### config.mk
export PLATFORM = sky130hd
export DESIGN_NAME = mul_pipe_top
export DESIGN_NICKNAME = d
export VERILOG_FILES = /design/src/rtl/mul_pkg.sv /design/src/rtl/stream_fifo.sv /design/src/rtl/mul_stage_pipe.sv /design/src/rtl/mul_pipe_top.sv
export SDC_FILE = /design/constraint.sdc
export NUM_CORES = 1
export LEC_CHECK = 0
export BUFFER_PORTS_ARGS = -buffer_cell sky130_fd_sc_hd__buf_2
export CORE_UTILIZATION = 45
export DETAILED_ROUTE_END_ITERATION = 12
export SYNTH_ARGS = -nofsm -noshare
export SYNTH_HDL_FRONTEND = slang
export SYNTH_HIERARCHICAL = 1
export SYNTH_SLANG_ARGS = --single-unit
### constraint.sdc
create_clock -name clk -period 6.8 [get_ports clk]
set_input_delay 0.34 -clock clk [delete_from_list [all_inputs] [get_ports clk]]
set_output_delay 0.34 -clock clk [all_outputs]
set_load 0.02 [all_outputs]
### src/rtl/mul_pkg.sv
// Operand and result formats for the streaming multiplier
// Unsigned operands only, and the product keeps its full width
package mul_pkg;

    // Operand width in bits
    localparam int op_w = 8;

    // Tag that rides along with each item
    localparam int tag_w = 4;

    // Full product width, never truncated
    localparam int prod_w = 2 * op_w;

    // One operand pair as it enters the design
    typedef struct packed {
        logic [op_w-1:0]  a;
        logic [op_w-1:0]  b;
        logic [tag_w-1:0] tag;
    } op_t;

    // One result as it leaves the design
    typedef struct packed {
        logic [prod_w-1:0] product;
        logic [tag_w-1:0]  tag;
    } res_t;

endpackage

### src/rtl/stream_fifo.sv
// Valid/ready FIFO for any packed payload, DEPTH of 1 or more
// No same-cycle bypass, so an item waits at least one cycle inside
`timescale 1ns/10ps

module stream_fifo #(
    parameter type T     = logic [7:0],
    parameter int  DEPTH = 2
) (
    input  logic clk,
    input  logic rst_n,

    input  logic in_valid,
    output logic in_ready,
    input  T     in_data,

    output logic out_valid,
    output T     out_data,
    input  logic out_ready
);

    localparam int PTR_W = (DEPTH > 1) ? $clog2(DEPTH) : 1;
    localparam int CNT_W = $clog2(DEPTH + 1);

    // Storage has no reset, only count and pointers do
    T mem [DEPTH];

    logic [PTR_W-1:0] wr_ptr;
    logic [PTR_W-1:0] rd_ptr;
    logic [CNT_W-1:0] count;

    logic do_wr;
    logic do_rd;

    // Wraps at DEPTH-1, so non power-of-two depths work too
    function automatic logic [PTR_W-1:0] next_ptr(input logic [PTR_W-1:0] ptr);
        logic [PTR_W-1:0] nxt;
        if (ptr == PTR_W'(DEPTH - 1)) begin
            nxt = '0;
        end else begin
            nxt = ptr + 1'b1;
        end
        return nxt;
    endfunction

    assign in_ready  = (count != CNT_W'(DEPTH));
    assign out_valid = (count != '0);

    assign do_wr = in_valid && in_ready;
    assign do_rd = out_valid && out_ready;

    // Head of the queue is always on the output
    assign out_data = mem[rd_ptr];

    always_ff @(posedge clk) begin
        if (do_wr) begin
            mem[wr_ptr] <= in_data;
        end
    end

    always_ff @(posedge clk or negedge rst_n) begin
        if (!rst_n) begin
            wr_ptr <= '0;
        end else if (do_wr) begin
            wr_ptr <= next_ptr(wr_ptr);
        end
    end

    always_ff @(posedge clk or negedge rst_n) begin
        if (!rst_n) begin
            rd_ptr <= '0;
        end else if (do_rd) begin
            rd_ptr <= next_ptr(rd_ptr);
        end
    end

    // Simultaneous read and write leaves the count alone
    always_ff @(posedge clk or negedge rst_n) begin
        if (!rst_n) begin
            count <= '0;
        end else begin
            case ({do_wr, do_rd})
                2'b10: begin
                    count <= count + 1'b1;
                end
                2'b01: begin
                    count <= count - 1'b1;
                end
                default: begin
                    count <= count;
                end
            endcase
        end
    end

endmodule

### src/rtl/mul_stage_pipe.sv
// Unsigned multiplier pipe, STAGES register stages, one item per stage
// Whole pipe stalls together when the last stage is blocked
`timescale 1ns/10ps

module mul_stage_pipe #(
    parameter int STAGES = 3
) (
    input  logic          clk,
    input  logic          rst_n,

    input  logic          in_valid,
    output logic          in_ready,
    input  mul_pkg::op_t  in_data,

    output logic          out_valid,
    output mul_pkg::res_t out_data,
    input  logic          out_ready
);

    logic [STAGES-1:0] stage_valid;
    mul_pkg::res_t     stage_data [STAGES];

    mul_pkg::res_t     first_res;
    logic              advance;

    // Moves when the tail is empty or being taken
    assign advance  = !stage_valid[STAGES-1] || out_ready;
    assign in_ready = advance;

    // Full-width product, no rounding
    always_comb begin
        first_res.product = mul_pkg::prod_w'(in_data.a) * mul_pkg::prod_w'(in_data.b);
        first_res.tag     = in_data.tag;
    end

    always_ff @(posedge clk or negedge rst_n) begin
        if (!rst_n) begin
            stage_valid <= '0;
        end else if (advance) begin
            stage_valid[0] <= in_valid;
            for (int i = 1; i < STAGES; i++) begin
                stage_valid[i] <= stage_valid[i-1];
            end
        end
    end

    // Payload follows the valid bits
    always_ff @(posedge clk) begin
        if (advance) begin
            if (in_valid) begin
                stage_data[0] <= first_res;
            end
            for (int i = 1; i < STAGES; i++) begin
                stage_data[i] <= stage_data[i-1];
            end
        end
    end

    assign out_valid = stage_valid[STAGES-1];
    assign out_data  = stage_data[STAGES-1];

endmodule

### src/rtl/mul_pipe_top.sv
// Input FIFO, multiplier pipe and output FIFO in a row, order kept
// Unloaded latency is STAGES plus 2 cycles, capacity IN_DEPTH+STAGES+OUT_DEPTH
`timescale 1ns/10ps

module mul_pipe_top #(
    parameter int STAGES    = 3,
    parameter int IN_DEPTH  = 2,
    parameter int OUT_DEPTH = 4
) (
    input  logic          clk,
    input  logic          rst_n,

    input  logic          in_valid,
    output logic          in_ready,
    input  mul_pkg::op_t  in_data,

    output logic          out_valid,
    output mul_pkg::res_t out_data,
    input  logic          out_ready
);

    // Input FIFO to pipe
    logic          buf_valid;
    logic          buf_ready;
    mul_pkg::op_t  buf_data;

    // Pipe to output FIFO
    logic          mul_valid;
    logic          mul_ready;
    mul_pkg::res_t mul_data;

    stream_fifo #(
        .T     (mul_pkg::op_t),
        .DEPTH (IN_DEPTH)
    ) in_buf_i (
        .clk       (clk),
        .rst_n     (rst_n),
        .in_valid  (in_valid),
        .in_ready  (in_ready),
        .in_data   (in_data),
        .out_valid (buf_valid),
        .out_data  (buf_data),
        .out_ready (buf_ready)
    );

    mul_stage_pipe #(
        .STAGES (STAGES)
    ) pipe_i (
        .clk       (clk),
        .rst_n     (rst_n),
        .in_valid  (buf_valid),
        .in_ready  (buf_ready),
        .in_data   (buf_data),
        .out_valid (mul_valid),
        .out_data  (mul_data),
        .out_ready (mul_ready)
    );

    stream_fifo #(
        .T     (mul_pkg::res_t),
        .DEPTH (OUT_DEPTH)
    ) out_buf_i (
        .clk       (clk),
        .rst_n     (rst_n),
        .in_valid  (mul_valid),
        .in_ready  (mul_ready),
        .in_data   (mul_data),
        .out_valid (out_valid),
        .out_data  (out_data),
        .out_ready (out_ready)
    );

endmodule

==> results of run 1 <==
cells by family after synthesis:
| family | count (synthesis) | share of synthesized area, % |
|---|---|---|
| and+or+nand+nor | 108 | 6.63 |
| buffers and inverters | 82 | 4.31 |
| DFF | 194 | 63.0 |
| muxes | 47 | 8.32 |
| AOI/OAI and AO/OA | 24 | 1.96 |
| xor gates and xnor gates | 19 | 1.82 |
| adders and majority gates | 80 | 14.0 |
worst paths after layout:
kind | cells past startpoint | slack [ps] | start | endpoint
setup / recovery | 16 | 1570 | in_buf_i/rd_ptr | pipe_i/stage_data[0][15]
hold / removal | 1 | 90 | in_data[11] | in_buf_i/mem[0][11]
setup reg to reg | 16 | 1570 | in_buf_i/rd_ptr | pipe_i/stage_data[0][15]
hold reg to reg | 0 | 420 | pipe_i/stage_data[0][22] | pipe_i/stage_data[0][42]
max in group asynchronous | 2 | 6230 | rst_n | pipe_i/stage_valid[1]
min in group asynchronous | 2 | 330 | rst_n | in_buf_i/wr_ptr
layer usage:
metal / GRT usage, % / vias to the layer above
met2: 25.6 / 77
met3: 4.24 / 16
li1: - / 2044
met1: 18.4 / 2151
met4: 5.65 / 0
met5: 0 / -
state kept, by name (all words and copies together) (netlist names):
| register | flops |
|---|---|
| in_buf_i/rd_ptr | 1 |
| out_buf_i/mem | 80 |
| out_buf_i/wr_ptr | 2 |
| pipe_i/stage_data | 60 |
| out_buf_i/count | 3 |
| in_buf_i/mem | 40 |
| in_buf_i/count | 2 |
| out_buf_i/rd_ptr | 2 |
| pipe_i/stage_valid | 3 |
| in_buf_i/wr_ptr | 1 |
synthesized netlist by cell type, types with 2 or more instances:
library cell	n
nor2_1	11
a211o_1	2
nor3_1	2
nand2b_1	3
and3_2	4
and3_1	4
inv_1	56
and2_4	2
xor2_1	8
ha_1	43
edfxtp_1	180
dfrtp_1	14
o21ai_0	2
mux4_2	20
xnor2_1	11
fa_1	37
o21a_1	4
mux2_4	2
nand2_1	25
buf_2	3
buf_4	22
and2_1	48
a21oi_1	6
nor2b_1	2
a21o_1	2
mux2_2	24
worst reg2reg max path, delay by kind of cell (launching register included):
family / cells / cell delay (ps)
buffers and inverters: 4 / 210
and+or+nand+nor: 2 / 310
DFF: 1 / 880
AOI/OAI and AO/OA: 3 / 580
muxes: 1 / 500
adders and majority gates: 5 / 2430
xor gates and xnor gates: 1 / 80
timing repair:
item	in CTS	in global routing
buffers inserted	0	0
endpoints found under the setup margin	0	0
endpoints found under the hold margin	14	0
hold buffers	1	0
area by class of cell:
type | count | area share (%)
Sequential cell | 194 | 56.6
Multi-Input combinational cell | 278 | 29.4
Clock buffer | 17 | 4.18
Tap cell | 265 | 3.26
Timing Repair Buffer | 49 | 2.53
Inverter | 56 | 2.07
Clock inverter | 14 | 1.99
per-stage QoR:
step                util, %  area (µm²)  std cells  setup WS, ps
floorplan                 -        9140        554          2190
global placement       48.5        9540        841          1660
detailed placement     48.5        9540        841          1580
CTS                    51.8       10200        873          1580
global route           51.8       10200        873          1260
finish                 51.8       10200        873          1570
==> results.toml, run 1 <==
[cells_and_area]
fillers = 1637
final_common_cell = "edfxtp_1"
syn_to_final_growth_pct = 11.3
layout-drive-gt1-share_pct = 22.7
layout.nets = 700
multiInputGateArea_mm2 = 0.00299
regArea_mm2 = 0.00576
antennaDiodeCount = 0
final_cell_mix = "edfxtp_1 (180), inv_1 (56), and2_1 (48), buf_2 (45), ha_1 (43)"

[setup_path]
slowest_delay_ps = 880
critPathLaunchType = "flop"
end_kind = "flop"
crit_buf_inv = 4
crit_slowest_cell = "dfrtp_1"
required_ps = 6980
arrival_ps = 5410
cp_max_fo = 21
crit_chain = "mux2_2, and2_1, fa_1, inv_1, fa_1, inv_1, fa_1, inv_1, fa_1, inv_1, ha_1, a21o_1, a21oi_1, nand2_1, a31oi_1, xnor2_1"
path_class = "flop to flop"
path_delay_family = "adder cells"

[routing]
met1_length_um = 6330
ant_nets = 0
wl_met3_um = 431
avgRoutedWirePerCell_um = 15.7
drtIter0Drc = 244
routed_via_density = 4.91
first_pass_iters = 4
vias = 4288
route.detailed.drc = 0
highest_layer = "met4"
wl_met2_um = 6740
wl_um = 13700

[logic_synthesis]
yosys_warnings = 6
ys.flop_type = "edfxtp_1"
synthArstFlopShare_pct = 7.22
syn_avg_cell_area_um2 = 16.5
synth_top_area_cell = "edfxtp_1"
ys_seq_area_share_pct = 63.0
synth_edf_count = 180
synthesis.nets = 658
yosys.cell_types.count = 43
synth_top_area_share_pct = 59.1
synthCells = 554
synth_area_leaders = "edfxtp_1 (59%), fa_1 (8.1%), ha_1 (5.9%), mux4_2 (4.9%), dfrtp_1 (3.8%)"
syn_area_mm2 = 0.00914
ys_ff_latch = 194

[sta]
hold_ws_ps = 94.0
slew-limit-headroom_pct = 32.9
tns_ps = 0
hold_viol_final = 0
rsz0062_at_grt = "false"
worst_slew_pin_slew_ps = 1010
period_needed_ps = 5230
setup_viol = 0
fin_crit_sh_pct = 76.9
clock_skew_ps = 5.36
drv_slew = 0
clock.fmax_mhz = 191

[run]
drv.max_cap_violation_count = 0

[global_routing]
grt_pass1_vias = 4624
grt_pass1_wl_um = 23200
antenna_found_initial = 0
grt_max_degree = 46
gr-usage-all-layers_pct = 15.1
grt-ovfl-total = 0

[placement]
dp_hpwl_um = 9440
place.gp.congestion = 0.810
numPortBuffers = 45

[clock_tree]
htreeDepth = 4
clk_latency_ps = 430
cts_made_buffers = 17
clock_sinks = 194
clockBufferDepth = 2
root_buffer = "clkbuf_16"
clkTransAtPathRegs_ps = 70
ctsResizeCount = 0
tritoncts = "yes"

[die]
num_rows = 51
start_util_pct = 46.5
core-area_mm2 = 0.0197
pin_count = 46
die_h_um = 145
die_area_mm2 = 0.0209
dieWidth_um = 145

[run_status]
outcome = "completed"

[min_path]
hold_class = "input port to flop"
Power of run 1 is not shown: default switching activity piles up to over one toggle a cycle in this logic, so the estimate is an artifact.
==> run 2: changes to the inputs <==
ABC_AREA = 1   (was unset)
clock period = 4.5 ns   (was 6.8 ns; I/O delays follow)
==> run 2 against run 1 <==
Effect of this change:
- sequential share of layout area decreased by 4.5 points
- hold slack got worse by 21 ps
- cell count grew 42%
- critical path type unchanged
- critical endpoint is now pipe_i/stage_data[0][13]
==> results.toml, run 2 <==
[routing]
avgRoutedWirePerCell_um = 12.5
routed_via_density = 4.60
route.detailed.drc = 0
ant_nets = 0
first_pass_iters = 4
drtIter0Drc = 279
wl_um = 15500
vias = 5700

[sta]
slew-limit-headroom_pct = 34.6
clock_skew_ps = 10.4
setup_viol = 0
clock.fmax_mhz = 234
worst_slew_pin_slew_ps = 982
period_needed_ps = 4280
hold_ws_ps = 72.8
rsz0062_at_grt = "true"
fin_crit_sh_pct = 95.0
hold_viol_final = 0
drv_slew = 0

[die]
start_util_pct = 46.4
die_h_um = 150
pin_count = 46
die_area_mm2 = 0.0225
core-area_mm2 = 0.0212
dieWidth_um = 150
num_rows = 53

[clock_tree]
postCtsSetupBuffers = 0
htreeDepth = 4
tritoncts = "yes"
clock_sinks = 194
clk_latency_ps = 430
cts_made_buffers = 17
clockBufferDepth = 2
root_buffer = "clkbuf_16"
clkTransAtPathRegs_ps = 70

[logic_synthesis]
yosys_warnings = 6
ys_seq_area_share_pct = 58.5
syn_area_mm2 = 0.00984
synthesis.nets = 998
synth_edf_count = 180
synthCells = 894
synth_area_leaders = "edfxtp_1 (55%), nand2_1 (10%), fa_1 (7.5%), inv_1 (7.1%), ha_1 (5.5%)"
ys_ff_latch = 194
yosys-top-cells-count = "nand2_1 (265), inv_1 (186), edfxtp_1 (180)"
yosysMostFrequentCell = "nand2_1"
ys.flop_type = "edfxtp_1"
synthArstFlopShare_pct = 7.22
synth_top_area_share_pct = 54.9
syn_avg_cell_area_um2 = 11.0
yosys.cell_types.count = 26
synth_top_area_cell = "edfxtp_1"

[global_routing]
antenna_found_initial = 0
gr-usage-all-layers_pct = 15.2
grt_pass1_vias = 5454
grt_max_degree = 77
grt_pass1_wl_um = 26100
grt-ovfl-total = 0

[cells_and_area]
top_register = "out_buf_i/mem"
largestRegisters = "out_buf_i/mem: 80 flops, pipe_i/stage_data: 60 flops, in_buf_i/mem: 40 flops"
final_core_util_pct = 52.1
largest_reg_flops = 80
final_cell_mix = "nand2_1 (254), inv_1 (186), edfxtp_1 (180), buf_2 (45), ha_1 (40)"
final_common_cell = "nand2_1"
syn_to_final_growth_pct = 12.3
layout.nets = 1054
antennaDiodeCount = 0
fin_area_mm2 = 0.0111
layout-drive-gt1-share_pct = 14.3

[run]
drv.max_cap_violation_count = 0

[run_status]
outcome = "completed"

[placement]
place.gp.congestion = 0.845
dp_hpwl_um = 10600
numPortBuffers = 45
placed_cell_area_mm2 = 0.0102

[setup_path]
end_kind = "flop"
cp_max_fo = 11
arrival_ps = 4440
required_ps = 4670
path_class = "flop to flop"
critPathLaunchType = "flop"

[min_path]
hold_class = "input port to flop"
[run 2: changes by cell type in the layout (fill, tap and decap cells not counted), sizes merged, moves of 21 or more]
cell	delta
o211ai	+39
and2	-50
nand2	+248
buf	+21
mux2	-26
inv	+136
[run 2: stage by stage]
step,std cells,TNS [ps],setup WS (ps)
final,1238,0,224
after global routing,1238,-19.8,-19.3
after CTS,1237,0,17.6
after detailed placement,1185,0,32.5
after global placement,1185,0,78.4
after floorplan,894,0,190
[run 2: path summary, 6_finish.rpt]
kind	startpoint	to	slack, ps	cells past startpoint
setup reg to reg	in_buf_i/rd_ptr	pipe_i/stage_data[0][13]	220	18
max in group asynchronous	rst_n	out_buf_i/rd_ptr[0]	3970	2
setup / recovery	in_buf_i/rd_ptr	pipe_i/stage_data[0][13]	220	18
hold / removal	out_ready	out_buf_i/rd_ptr[1]	70	3
min in group asynchronous	rst_n	in_buf_i/rd_ptr	250	2
hold reg to reg	pipe_i/stage_data[0][18]	pipe_i/stage_data[0][38]	420	0
[run 2: per-layer routing]
layer	share of wire, %	vias to the layer above	GRT usage [%]
met5	0	-	0
met3	2.9	13	3.14
met2	50	75	26.2
li1	-	2920	-
met1	46	2692	19.0
met4	1.2	0	5.15
[run 2: cell families after synthesis]
| family | Yosys count | synth area share [%] |
|---|---|---|
| xor gates and xnor gates | 9 | 0.801 |
| buffers and inverters | 244 | 10.9 |
| and+or+nand+nor | 319 | 13.3 |
| adders and majority gates | 80 | 13.0 |
| AOI/OAI and AO/OA | 48 | 3.56 |
| DFF | 194 | 58.5 |
[run 2: cell type report]
type / count / area (µm²)
Fill cell: 1846 / 10200
Sequential cell: 194 / 5760
Multi-Input combinational cell: 456 / 3080
Inverter: 191 / 719
Timing Repair Buffer: 90 / 619
Clock buffer: 17 / 425
Tap cell: 275 / 344
Clock inverter: 15 / 106
[run 2: worst max-delay path, cell delays in order (launching register included)]
cell and delay (ps):
dfrtp_1 440, buf_6 180, nand2_1 110, nand2_4 100, buf_4 150, nand2_1 50
inv_1 50, fa_2 410, fa_1 540, inv_1 50, fa_1 460, fa_1 540
inv_1 40, ha_2 320, nand2_1 130, nand3_2 140, nand2_1 110, nand2_1 60
xor2_1 150
[run 2: timing repair]
action | CTS | global route
resized for setup | 0 | 19
hold endpoints to repair | 52 | 2
hold buffers | 20 | 1
endpoints found under the setup margin | 0 | 9
Power of run 2 is left out for the same reason.
